`config.mk`:
```
export PLATFORM = sky130hd
export DESIGN_NAME = frontend_top
export DESIGN_NICKNAME = d
export VERILOG_FILES = /design/src/logic/frontend_pkg.sv /design/src/logic/fetch_pc.sv /design/src/logic/frontend_top.sv /design/src/logic/inst_queue.sv /design/src/logic/issue_pair.sv
export SDC_FILE = /design/constraint.sdc
export NUM_CORES = 2
export LEC_CHECK = 0
export ABC_AREA = 1
export BUFFER_PORTS_ARGS = -buffer_cell sky130_fd_sc_hd__clkbuf_2
export CAP_MARGIN = 40
export CORE_ASPECT_RATIO = 2
export CORE_MARGIN = 4
export CORE_UTILIZATION = 40
export CTS_CLUSTER_SIZE = 25
export DETAILED_ROUTE_END_ITERATION = 10
export GPL_ROUTABILITY_DRIVEN = 0
export HOLD_SLACK_MARGIN = 0.06
export PLACE_DENSITY = 0.54
export SLEW_MARGIN = 30
export SYNTH_ARGS = -nofsm -noshare
export SYNTH_HDL_FRONTEND = slang
export SYNTH_SLANG_ARGS = --single-unit
```
`constraint.sdc`:
```
create_clock -name clk -period 10.27 [get_ports clk]
set_input_delay 1.027 -clock clk [delete_from_list [all_inputs] [get_ports clk]]
set_output_delay 1.027 -clock clk [all_outputs]
set_load 0.01 [all_outputs]
```
`src/logic/frontend_pkg.sv`:
```
package frontend_pkg;

    localparam int xlen        = 32;
    localparam int entry_w     = 2 * xlen;  // pc high, inst low
    localparam int queue_depth = 8;         // stall timing needs at least 4
    localparam int queue_index = $clog2(queue_depth);

    localparam logic [xlen-1:0] reset_pc = 32'h0000_1000;

    // instruction fields
    localparam int op_w    = 7;
    localparam int reg_w   = 5;
    localparam int rd_lsb  = 7;
    localparam int rs1_lsb = 15;
    localparam int rs2_lsb = 20;

    // control-flow opcodes
    localparam logic [op_w-1:0] op_branch = 7'b110_0011;
    localparam logic [op_w-1:0] op_jal    = 7'b110_1111;
    localparam logic [op_w-1:0] op_jalr   = 7'b110_0111;

endpackage

```
`src/logic/fetch_pc.sv`:
```
`timescale 1ns/1ps

module fetch_pc (
    input  logic                               clk,
    input  logic                               arst_n,
    input  logic                               redirect_valid,
    input  logic [frontend_pkg::xlen-1:0]      redirect_pc,
    input  logic                               fetch_stall_req,
    output logic [frontend_pkg::xlen-1:0]      imem_addr,
    input  logic [2*frontend_pkg::xlen-1:0]    imem_rdata,
    output logic                               w_ena_1,
    output logic                               w_ena_2,
    output logic [frontend_pkg::entry_w-1:0]   w_entry_1,
    output logic [frontend_pkg::entry_w-1:0]   w_entry_2
);
    import frontend_pkg::*;

    logic [xlen-1:0] pc;
    logic            misaligned;  // pc[2] set, only the high word is fetched
    logic            fetch_on;    // low until the first edge after reset
    logic            fetch_go;
    logic [xlen-1:0] pc_hi;
    logic [xlen-1:0] lo_word;
    logic [xlen-1:0] hi_word;

    assign lo_word   = imem_rdata[xlen-1:0];
    assign hi_word   = imem_rdata[2*xlen-1:xlen];
    assign pc_hi     = pc + xlen'(4);

    assign imem_addr = {pc[xlen-1:3], 3'b000};  // 8-byte aligned pair

    assign fetch_go  = fetch_on & ~fetch_stall_req;
    assign w_ena_1   = fetch_go;
    assign w_ena_2   = fetch_go & ~misaligned;

    // a misaligned fetch sends the high word through slot 1
    assign w_entry_1 = misaligned ? {pc, hi_word} : {pc, lo_word};
    assign w_entry_2 = {pc_hi, hi_word};

    always_ff @(posedge clk or negedge arst_n) begin
        if (!arst_n) begin
            pc         <= reset_pc;
            misaligned <= 1'b0;
            fetch_on   <= 1'b0;
        end else begin
            fetch_on <= 1'b1;
            if (redirect_valid) begin  // wins over a stall
                pc         <= redirect_pc;
                misaligned <= redirect_pc[2];
            end else if (fetch_go) begin
                pc         <= misaligned ? pc_hi : pc + xlen'(8);
                misaligned <= 1'b0;
            end
        end
    end

endmodule

```
`src/logic/frontend_top.sv`:
```
`timescale 1ns/1ps

module frontend_top (
    input  logic                               clk,
    input  logic                               arst_n,
    output logic [frontend_pkg::xlen-1:0]      imem_addr,
    input  logic [2*frontend_pkg::xlen-1:0]    imem_rdata,
    input  logic                               redirect_valid,
    input  logic [frontend_pkg::xlen-1:0]      redirect_pc,
    output logic                               issue_valid_0,
    output logic                               issue_valid_1,
    output logic [frontend_pkg::xlen-1:0]      issue_pc_0,
    output logic [frontend_pkg::xlen-1:0]      issue_pc_1,
    output logic [frontend_pkg::xlen-1:0]      issue_inst_0,
    output logic [frontend_pkg::xlen-1:0]      issue_inst_1,
    input  logic                               issue_ready
);
    import frontend_pkg::*;

    // fetch to queue
    logic               w_ena_1;
    logic               w_ena_2;
    logic [entry_w-1:0] w_entry_1;
    logic [entry_w-1:0] w_entry_2;
    logic               fetch_stall_req;

    // queue to issue
    logic [entry_w-1:0] head_1;
    logic [entry_w-1:0] head_2;
    logic               head_ok_1;
    logic               head_ok_2;
    logic               pop_1;
    logic               pop_2;

    fetch_pc i_fetch (
        .clk             (clk),
        .arst_n          (arst_n),
        .redirect_valid  (redirect_valid),
        .redirect_pc     (redirect_pc),
        .fetch_stall_req (fetch_stall_req),
        .imem_addr       (imem_addr),
        .imem_rdata      (imem_rdata),
        .w_ena_1         (w_ena_1),
        .w_ena_2         (w_ena_2),
        .w_entry_1       (w_entry_1),
        .w_entry_2       (w_entry_2)
    );

    inst_queue i_queue (
        .clk             (clk),
        .arst_n          (arst_n),
        .flush           (redirect_valid),  // branch resolution flush
        .w_ena_1         (w_ena_1),
        .w_ena_2         (w_ena_2),
        .w_entry_1       (w_entry_1),
        .w_entry_2       (w_entry_2),
        .pop_1           (pop_1),
        .pop_2           (pop_2),
        .head_1          (head_1),
        .head_2          (head_2),
        .head_ok_1       (head_ok_1),
        .head_ok_2       (head_ok_2),
        .fetch_stall_req (fetch_stall_req)
    );

    issue_pair i_issue (
        .clk             (clk),
        .arst_n          (arst_n),
        .flush           (redirect_valid),
        .head_1          (head_1),
        .head_2          (head_2),
        .head_ok_1       (head_ok_1),
        .head_ok_2       (head_ok_2),
        .pop_1           (pop_1),
        .pop_2           (pop_2),
        .issue_valid_0   (issue_valid_0),
        .issue_valid_1   (issue_valid_1),
        .issue_pc_0      (issue_pc_0),
        .issue_pc_1      (issue_pc_1),
        .issue_inst_0    (issue_inst_0),
        .issue_inst_1    (issue_inst_1),
        .issue_ready     (issue_ready)
    );

endmodule

```
`src/logic/inst_queue.sv`:
```
`timescale 1ns/1ps

module inst_queue (
    input  logic                               clk,
    input  logic                               arst_n,
    input  logic                               flush,
    input  logic                               w_ena_1,
    input  logic                               w_ena_2,
    input  logic [frontend_pkg::entry_w-1:0]   w_entry_1,
    input  logic [frontend_pkg::entry_w-1:0]   w_entry_2,
    input  logic                               pop_1,
    input  logic                               pop_2,
    output logic [frontend_pkg::entry_w-1:0]   head_1,
    output logic [frontend_pkg::entry_w-1:0]   head_2,
    output logic                               head_ok_1,
    output logic                               head_ok_2,
    output logic                               fetch_stall_req
);
    import frontend_pkg::*;

    typedef enum logic [1:0] {
        st_normal = 2'b00,
        st_wait_1 = 2'b01,
        st_wait_2 = 2'b10
    } state_t;

    state_t state;
    state_t state_nxt;

    logic [entry_w-1:0]   mem [queue_depth];
    logic [entry_w-1:0]   wait_1;
    logic [entry_w-1:0]   wait_2;
    logic [entry_w-1:0]   wait_1_nxt;
    logic [entry_w-1:0]   wait_2_nxt;

    // pointers carry one wrap bit above the index
    logic [queue_index:0] w_ptr;
    logic [queue_index:0] r_ptr;
    logic [queue_index:0] w_ptr_1;
    logic [queue_index:0] r_ptr_1;
    logic [queue_index:0] count;
    logic [queue_index:0] free;
    logic [queue_index:0] w_step;
    logic [queue_index:0] r_step;

    logic                 room_0;
    logic                 room_1;
    logic                 mem_we_1;
    logic                 mem_we_2;
    logic [entry_w-1:0]   mem_wd_1;
    logic [entry_w-1:0]   mem_wd_2;

    assign w_ptr_1 = w_ptr + (queue_index+1)'(1);
    assign r_ptr_1 = r_ptr + (queue_index+1)'(1);
    assign count   = w_ptr - r_ptr;
    assign free    = (queue_index+1)'(queue_depth) - count;
    assign room_0  = (free == '0);  // full
    assign room_1  = (free == (queue_index+1)'(1));

    assign head_1    = mem[r_ptr[queue_index-1:0]];
    assign head_2    = mem[r_ptr_1[queue_index-1:0]];
    assign head_ok_1 = (count != '0);
    assign head_ok_2 = (count[queue_index:1] != '0);  // two or more

    assign fetch_stall_req = room_0 | (state != st_normal);

    // pop_2 only counts together with pop_1
    always_comb begin
        r_step = '0;
        if (pop_1 && head_ok_1) begin
            r_step = (pop_2 && head_ok_2) ? (queue_index+1)'(2) : (queue_index+1)'(1);
        end
    end

    // append and wait-register parking, on pre-pop free space
    always_comb begin
        state_nxt  = state;
        w_step     = '0;
        mem_we_1   = 1'b0;
        mem_we_2   = 1'b0;
        mem_wd_1   = w_entry_1;
        mem_wd_2   = w_entry_2;
        wait_1_nxt = wait_1;
        wait_2_nxt = wait_2;
        case (state)
            st_normal: begin
                if (w_ena_1 && w_ena_2) begin
                    if (room_0) begin
                        wait_1_nxt = w_entry_1;
                        wait_2_nxt = w_entry_2;
                        state_nxt  = st_wait_2;
                    end else if (room_1) begin
                        mem_we_1   = 1'b1;
                        w_step     = (queue_index+1)'(1);
                        wait_1_nxt = w_entry_2;  // second one parks
                        state_nxt  = st_wait_1;
                    end else begin
                        mem_we_1 = 1'b1;
                        mem_we_2 = 1'b1;
                        w_step   = (queue_index+1)'(2);
                    end
                end else if (w_ena_1) begin
                    if (room_0) begin
                        wait_1_nxt = w_entry_1;
                        state_nxt  = st_wait_1;
                    end else begin
                        mem_we_1 = 1'b1;
                        w_step   = (queue_index+1)'(1);
                    end
                end
            end
            st_wait_1: begin
                mem_wd_1 = wait_1;
                if (!room_0) begin
                    mem_we_1  = 1'b1;
                    w_step    = (queue_index+1)'(1);
                    state_nxt = st_normal;
                end
            end
            st_wait_2: begin
                mem_wd_1 = wait_1;
                mem_wd_2 = wait_2;
                if (room_1) begin
                    mem_we_1   = 1'b1;
                    w_step     = (queue_index+1)'(1);
                    wait_1_nxt = wait_2;  // older one drains first
                    state_nxt  = st_wait_1;
                end else if (!room_0) begin
                    mem_we_1  = 1'b1;
                    mem_we_2  = 1'b1;
                    w_step    = (queue_index+1)'(2);
                    state_nxt = st_normal;
                end
            end
            default: begin
                state_nxt = st_normal;
            end
        endcase
    end

    always_ff @(posedge clk or negedge arst_n) begin
        if (!arst_n) begin
            state <= st_normal;
            w_ptr <= '0;
            r_ptr <= '0;
        end else if (flush) begin
            state <= st_normal;
            w_ptr <= '0;
            r_ptr <= '0;
        end else begin
            state <= state_nxt;
            w_ptr <= w_ptr + w_step;
            r_ptr <= r_ptr + r_step;
        end
    end

    always_ff @(posedge clk) begin
        wait_1 <= wait_1_nxt;
        wait_2 <= wait_2_nxt;
        if (mem_we_1) begin
            mem[w_ptr[queue_index-1:0]] <= mem_wd_1;
        end
        if (mem_we_2) begin
            mem[w_ptr_1[queue_index-1:0]] <= mem_wd_2;
        end
    end

endmodule

```
`src/logic/issue_pair.sv`:
```
`timescale 1ns/1ps

module issue_pair (
    input  logic                               clk,
    input  logic                               arst_n,
    input  logic                               flush,
    input  logic [frontend_pkg::entry_w-1:0]   head_1,
    input  logic [frontend_pkg::entry_w-1:0]   head_2,
    input  logic                               head_ok_1,
    input  logic                               head_ok_2,
    output logic                               pop_1,
    output logic                               pop_2,
    output logic                               issue_valid_0,
    output logic                               issue_valid_1,
    output logic [frontend_pkg::xlen-1:0]      issue_pc_0,
    output logic [frontend_pkg::xlen-1:0]      issue_pc_1,
    output logic [frontend_pkg::xlen-1:0]      issue_inst_0,
    output logic [frontend_pkg::xlen-1:0]      issue_inst_1,
    input  logic                               issue_ready
);
    import frontend_pkg::*;

    logic [entry_w-1:0] slot_0;
    logic [entry_w-1:0] slot_1;
    logic               valid_0;
    logic               valid_1;
    logic               load;

    logic [xlen-1:0]    inst_1;
    logic [xlen-1:0]    inst_2;
    logic [op_w-1:0]    op_1;
    logic [reg_w-1:0]   rd_1;
    logic [reg_w-1:0]   rs1_2;
    logic [reg_w-1:0]   rs2_2;
    logic               ctrl_1;
    logic               reg_clash;
    logic               pair_ok;

    assign inst_1 = head_1[xlen-1:0];
    assign inst_2 = head_2[xlen-1:0];
    assign op_1   = inst_1[op_w-1:0];
    assign rd_1   = inst_1[rd_lsb +: reg_w];
    assign rs1_2  = inst_2[rs1_lsb +: reg_w];
    assign rs2_2  = inst_2[rs2_lsb +: reg_w];

    assign ctrl_1 = (op_1 == op_branch) | (op_1 == op_jal) | (op_1 == op_jalr);

    // x0 as rd also blocks pairing
    assign reg_clash = (rd_1 == '0) | (rd_1 == rs1_2) | (rd_1 == rs2_2);
    assign pair_ok   = head_ok_2 & ~ctrl_1 & ~reg_clash;

    // free slot or contents leave this cycle
    assign load  = ~valid_0 | issue_ready;
    assign pop_1 = load & head_ok_1;
    assign pop_2 = pop_1 & pair_ok;

    always_ff @(posedge clk or negedge arst_n) begin
        if (!arst_n) begin
            valid_0 <= 1'b0;
            valid_1 <= 1'b0;
        end else if (flush) begin
            valid_0 <= 1'b0;
            valid_1 <= 1'b0;
        end else if (load) begin
            valid_0 <= head_ok_1;
            valid_1 <= pop_2;
        end
    end

    always_ff @(posedge clk) begin
        if (pop_1) begin
            slot_0 <= head_1;
        end
        if (pop_2) begin
            slot_1 <= head_2;
        end
    end

    assign issue_valid_0 = valid_0;
    assign issue_valid_1 = valid_1;
    assign issue_pc_0    = slot_0[entry_w-1:xlen];
    assign issue_pc_1    = slot_1[entry_w-1:xlen];
    assign issue_inst_0  = slot_0[xlen-1:0];
    assign issue_inst_1  = slot_1[xlen-1:0];

endmodule

```
# Yosys cells after proc, flatten, opt, wreduce, memory -nomap -nowiden
# Memories as Yosys holds them, arrays and structs flattened.
# Cells that the tools add are included.
[classes]
addsub = 8
multipliers = 0
n_div = 0
order_cmp = 0
n_eq_ne = 15
shifts = 0
mux = 54
n_bitwise = 17
reduce_logical = 16
[ops]
columns = ["operator", "count"]
rows = [
  ["$mux 64", 8],
  ["$mux 32", 4],
  ["$pmux 64 s2", 1],
  ["$add 32x3->32 const B", 1],
  ["$add 32x4->32 const B", 1],
  ["$mux 4", 7],
  ["$mux 2", 11],
  ["$eq 7x7->1 const B", 3],
  ["$mux 1", 19],
  ["$pmux 4 s3", 1],
  ["$eq 5x5->1", 2],
  ["$add 4x4->4", 2],
  ["$ne 4x2->1 const B", 2],
  ["$reduce_bool 2->1", 4],
  ["$add 3x1->3 const B", 2],
  ["$and 1x1->1", 6],
  ["$ne 3x1->1 const B", 2],
  ["$or 1x1->1", 6],
  ["$pmux 2 s3", 1],
  ["$reduce_and 3->1", 2],
  ["$logic_not 5->1", 1],
  ["$not 1->1", 5],
  ["$reduce_and 5->1", 1],
  ["$eq 4x1->1 const B", 1],
  ["other kinds (15)", 17],
]
[totals]
register_bits = 302
latchBits = 0
ram_bits = 512
rom_bits = 0
inputBits = 100
output_inout_bits = 162
word_cells = 123
mem_count = 1
[mem_list]
columns = ["memory", "depth", "word_bits", "rd", "rd_clocked_by_memory_dff", "write_ports", "line", "rtl"]
rows = [
  ["i_queue.mem", 8, 64, 2, 0, 2, "inst_queue.sv:30", "logic [entry_w-1:0] mem [queue_depth];"],
]

# Longest topological paths before layout
# An unclocked memory read counts as a cell.
[logic_depth]
word_depth = 13
ltp_mapped = 22
ltp_nobuf = 20

# Hierarchy
# Synthesis repeated with hierarchy kept, for this count alone.
[unflattened]
hier_cells = 5906
hier_area_um2 = 47494.3
[by_module_without_submodules]
columns = ["mod", "n_inst", "cells_per_inst", "area_each_um2", "seq_area_each_um2"]
rows = [
  ["inst_queue", 1, 5016, 39152.6, 19468.7],
  ["fetch_pc", 1, 699, 4171.5, 852.1],
  ["issue_pair", 1, 191, 4170.2, 3893.7],
]

# Least setup slack after synthesis
# Ideal clock, no wire load.
[synth_timing]
kind = "reg2reg"
start = "register i_queue.r_ptr[1]"
end = "memory i_queue.mem[2][0] (netlist bit) (enable)"
setup_ns = 0.574
arrival_ns = 7.095
t_required_ns = 9.696
path_slack_ns = 2.601
path_stages_with_launch = 13
path_buffers = 3
period_less_slack_ns = 7.669
path_cell_list = "dfrtp_1 inv_1 clkbuf_1 clkbuf_1 clkbuf_1 ha_1 nand3b_1 nand2_1 xnor2_1 nor2_1 a211oi_1 nand3_1 o21ai_0"
[synth_rtl]
columns = ["item", "line", "rtl"]
rows = [
  ["start, declared", "inst_queue.sv:38", "logic [queue_index:0] r_ptr;"],
  ["start signal, assigned", "inst_queue.sv:153", "r_ptr <= r_ptr + r_step;"],
  ["end, declared", "inst_queue.sv:30", ""],
]

==> impl_metrics.env <==
export IMPL_die_area_um2=123000
export IMPL_insertion_delay_ps=710
export IMPL_syn_area_um2=46900
export IMPL_die_x_um=250
export IMPL_multiInputGateArea_um2=19300
export IMPL_synthCells=5815
export IMPL_drc_errors=0
export IMPL_synth_flop_cell="edfxtp_1"
export IMPL_stdcell_count=7458
export IMPL_power_leakage_nw=21.9
export IMPL_fill_cells=11500
export IMPL_layout_nets=5988
export IMPL_htree_num_levels=3
export IMPL_dr_pass1_iters=7
export IMPL_hold_path_end="i_queue.wait_2[33]"
export IMPL_power_share_switching_pct=47.5
export IMPL_ff_latch_area_um2=24200
export IMPL_clkTransAtPathRegs_ps=70
export IMPL_r2r_end="i_queue.mem[4][60]"
export IMPL_ys_async_sr_fraction_pct=5.65
export IMPL_clock_root_buffer="clkbuf_16"
export IMPL_first_global_vias=41000
export IMPL_max_slew_margin_pct=32.4
export IMPL_ir_worst_vdd_mv=0.263
export IMPL_grt_pass1_wl_um=269000
export IMPL_post_cts_buffers=0
export IMPL_grt_max_degree=251
export IMPL_area_growth_synth_to_final_pct=11.6
export IMPL_ant_nets=0
export IMPL_r2r_slack_ps=3860
export IMPL_p_sw_mw=8.29
export IMPL_combPwrFrac_pct=49.5
export IMPL_io_buffers=258
export IMPL_postCtsHoldBufs=0
export IMPL_tns_ps=0
export IMPL_p_seq_share_pct=33.3
export IMPL_ys_seq_area_share_pct=51.7
export IMPL_synth_warning_count=0
export IMPL_cts_buffers_inserted=80
export IMPL_wire_per_inst_um=24.7
export IMPL_finalClockSkew_ps=41.4
export IMPL_synth_area_leaders="edfxtp_1 49%, nand2_1 15%, nand3_1 6.9%"
export IMPL_crit_required_ps=10570
export IMPL_arrival_ps=6700
export IMPL_via_per_inst=5.73
export IMPL_grt_total_usage_pct=29.0
export IMPL_fmax_mhz=156
export IMPL_cts_tree="yes"
export IMPL_place_hpwl_um=112000
export IMPL_finalCritPeriodShare_pct=62.4
export IMPL_p_int_mw=9.15
export IMPL_drive_gt1_share_pct=9.37
export IMPL_synth_edf_count=768
export IMPL_cts_resized=0
export IMPL_tightest_slew_ps=1010
export IMPL_cp_end_kind="flop"
export IMPL_initial_core_util_pct=40.3
export IMPL_drtIter0Drc=4187
export IMPL_hold_path_class="reg -> reg"
export IMPL_core_um2=116000
export IMPL_startpoint_type="flop"
export IMPL_ys_seq_elements=814
export IMPL_rsz0062_at_grt="false"
export IMPL_pin_count=262
export IMPL_synth_area_per_cell_um2=8.06
export IMPL_clock_sinks=814
export IMPL_powerDensity_nw_per_um2=334
export IMPL_rows=177
export IMPL_pwr_share_clk_pct=17.2
export IMPL_clock_path_buffers=3
export IMPL_dp_cells=7295
export IMPL_reg2reg_from="i_queue.w_ptr[0]"
export IMPL_vias=42700
export IMPL_rr_worst_depth=15
export IMPL_synth_top_area_share_pct=49.2
export IMPL_ys_types=48
export IMPL_grt_ovfl_total=0
export IMPL_critical_path_class="reg -> reg"
export IMPL_antenna_found_initial=7
export IMPL_critPathMaxFanout=49
export IMPL_hold_viol_final=0
export IMPL_cap_violations=0
export IMPL_status="finished clean"
export IMPL_layout_min_cycle_time_ps=6410
export IMPL_yosysTopAreaCell="edfxtp_1"
export IMPL_hold_depth=0
export IMPL_die_y_um=492
export IMPL_min_from="i_fetch.pc[1]"
export IMPL_setup_viol=0
export IMPL_maxSlewViolCount=0
export IMPL_finalWirelength_um=184000
[kinds of logic after synthesis]
logic type                 count (synthesis)  synth area share [%]
AOI/OAI and AO/OA                       1257                  14.4
xor gates and xnor gates                  56                  1.08
adders and majority gates                 18                 0.528
buffers and inverters                    890                  8.26
DFF                                      814                  51.7
muxes                                      1                0.0240
other                                      2                0.0160
and+or+nand+nor                         2777                  24.1
[critical path, cell delays in order (launching register included)]
cell and delay (ps):
dfrtp_1 890, clkinv_1 830, ha_1 480, fa_1 390, xnor2_1 210, nor2_1 80, nand2_1 100, inv_1 60
nand2_2 80, nand2_2 140, inv_4 130, nand2_4 320, a21oi_4 520, nand2_2 430, o21ai_4 510, buf_6 720
[per-stage QoR]
step,total power [mW],util [%],hold WS [ps],worst slack (ps),area [um^2]
2_1_floorplan,11.1,-,425,2600,47100
3_3_place_gp,14.0,42.1,427,3810,48900
3_5_place_dp,14.4,42.6,431,3850,49600
4_1_cts,17.3,44.8,447,3820,52100
5_1_grt,18.4,45.0,453,3630,52300
6_report,17.4,45.0,447,3860,52300
[power by group through the flow]
| stage | clock network [mW] | logic, mW | registers, mW |
|---|---|---|---|
| after global routing | 3.17 | 9.34 | 5.89 |
| after global placement | 0 | 8.16 | 5.89 |
| final | 3.00 | 8.63 | 5.81 |
| after CTS | 3.04 | 8.49 | 5.82 |
| after floorplan | 0 | 5.15 | 5.90 |
| after detailed placement | 0 | 8.47 | 5.89 |
[state kept, by name, summed over array words and instances, names as in the netlist]
| signal | count |
|---|---|
| i_issue.issue_valid_0 | 1 |
| i_fetch.misaligned | 1 |
| i_queue.mem | 512 |
| i_queue.wait_2 | 64 |
| i_queue.w_ptr | 4 |
| i_queue.wait_1 | 64 |
| i_issue.issue_valid_1 | 1 |
| i_queue.r_ptr | 4 |
| i_issue.slot_1 | 64 |
| i_fetch.pc | 32 |
| i_queue.state | 2 |
| i_fetch.fetch_on | 1 |
| i_issue.slot_0 | 64 |
[cell usage in the layout, fill, tap and decap left out, types with 6 or more instances in the layout]
cell and count:
nand2_1 1829, edfxtp_1 768, nand3_1 645, o21ai_0 616
inv_1 405, a21oi_1 299, nor2_1 261, clkbuf_2 260
o21ai_1 116, a31oi_1 109, clkbuf_16 82, buf_4 77
o211ai_1 70, conb_1 68, xor2_1 47, dfrtp_1 41
clkinv_1 18, buf_16 17, clkinv_2 16, a221oi_1 16
clkbuf_1 16, ha_1 12, buf_12 11, nand2_2 10
buf_6 10, nor3_1 9, nor2_4 9, o21ai_4 8
o221ai_1 8, nand4_1 7, o21ai_2 6
[per-layer routing]
| layer | wire length (um) | share of wire (%) | track usage [%] |
|---|---|---|---|
| met3 | 13300 | 7.2 | 3.58 |
| met2 | 92500 | 50 | 51.5 |
| met1 | 66500 | 36 | 34.0 |
| met5 | 18 | 0.0098 | 0 |
| met4 | 11900 | 6.4 | 16.1 |
[how the worst max path moves through the flow]
| stage | slack, ps | to | depth (start not counted) | from |
|---|---|---|---|---|
| 6_report | 3860 | i_queue.mem[4][60] | 15 | i_queue.w_ptr[0] |
| 5_1_grt | 3630 | i_queue.mem[4][60] | 15 | i_queue.w_ptr[0] |
| 4_1_cts | 3820 | i_queue.mem[7][36] | 18 | i_queue.w_ptr[0] |
| 3_5_place_dp | 3850 | i_queue.mem[7][36] | 18 | i_queue.w_ptr[0] |
| 3_3_place_gp | 3810 | i_queue.mem[4][0] | 15 | i_queue.w_ptr[0] |
| 2_1_floorplan | 2600 | i_queue.mem[2][0] | 12 | i_queue.r_ptr[1] |
[cell usage after synthesis (8+ instances only)]
master and instances:
nand2_1 1835, a21oi_1 300, o21ai_1 122, o221ai_1 8
a221oi_1 16, o21ai_0 622, buf_2 30, nor3_1 9
nand3_1 645, clkbuf_1 272, edfxtp_1 768, o211ai_1 70
xor2_1 48, nor2_1 271, buf_4 76, dfrtp_1 45
a31oi_1 109, ha_1 15, buf_6 24, inv_1 408
buf_1 69
[layout make-up]
type	count	share of cell area (%)
Clock inverter	42	0.672
Timing Repair Buffer	381	5.22
Antenna cell	4	0.0191
Multi-Input combinational cell	4177	36.9
Clock buffer	103	4.17
Sequential cell	814	46.3
Tap cell	1521	3.64
Inverter	416	3.02
Note: power is estimated with default switching activity, not from simulation.
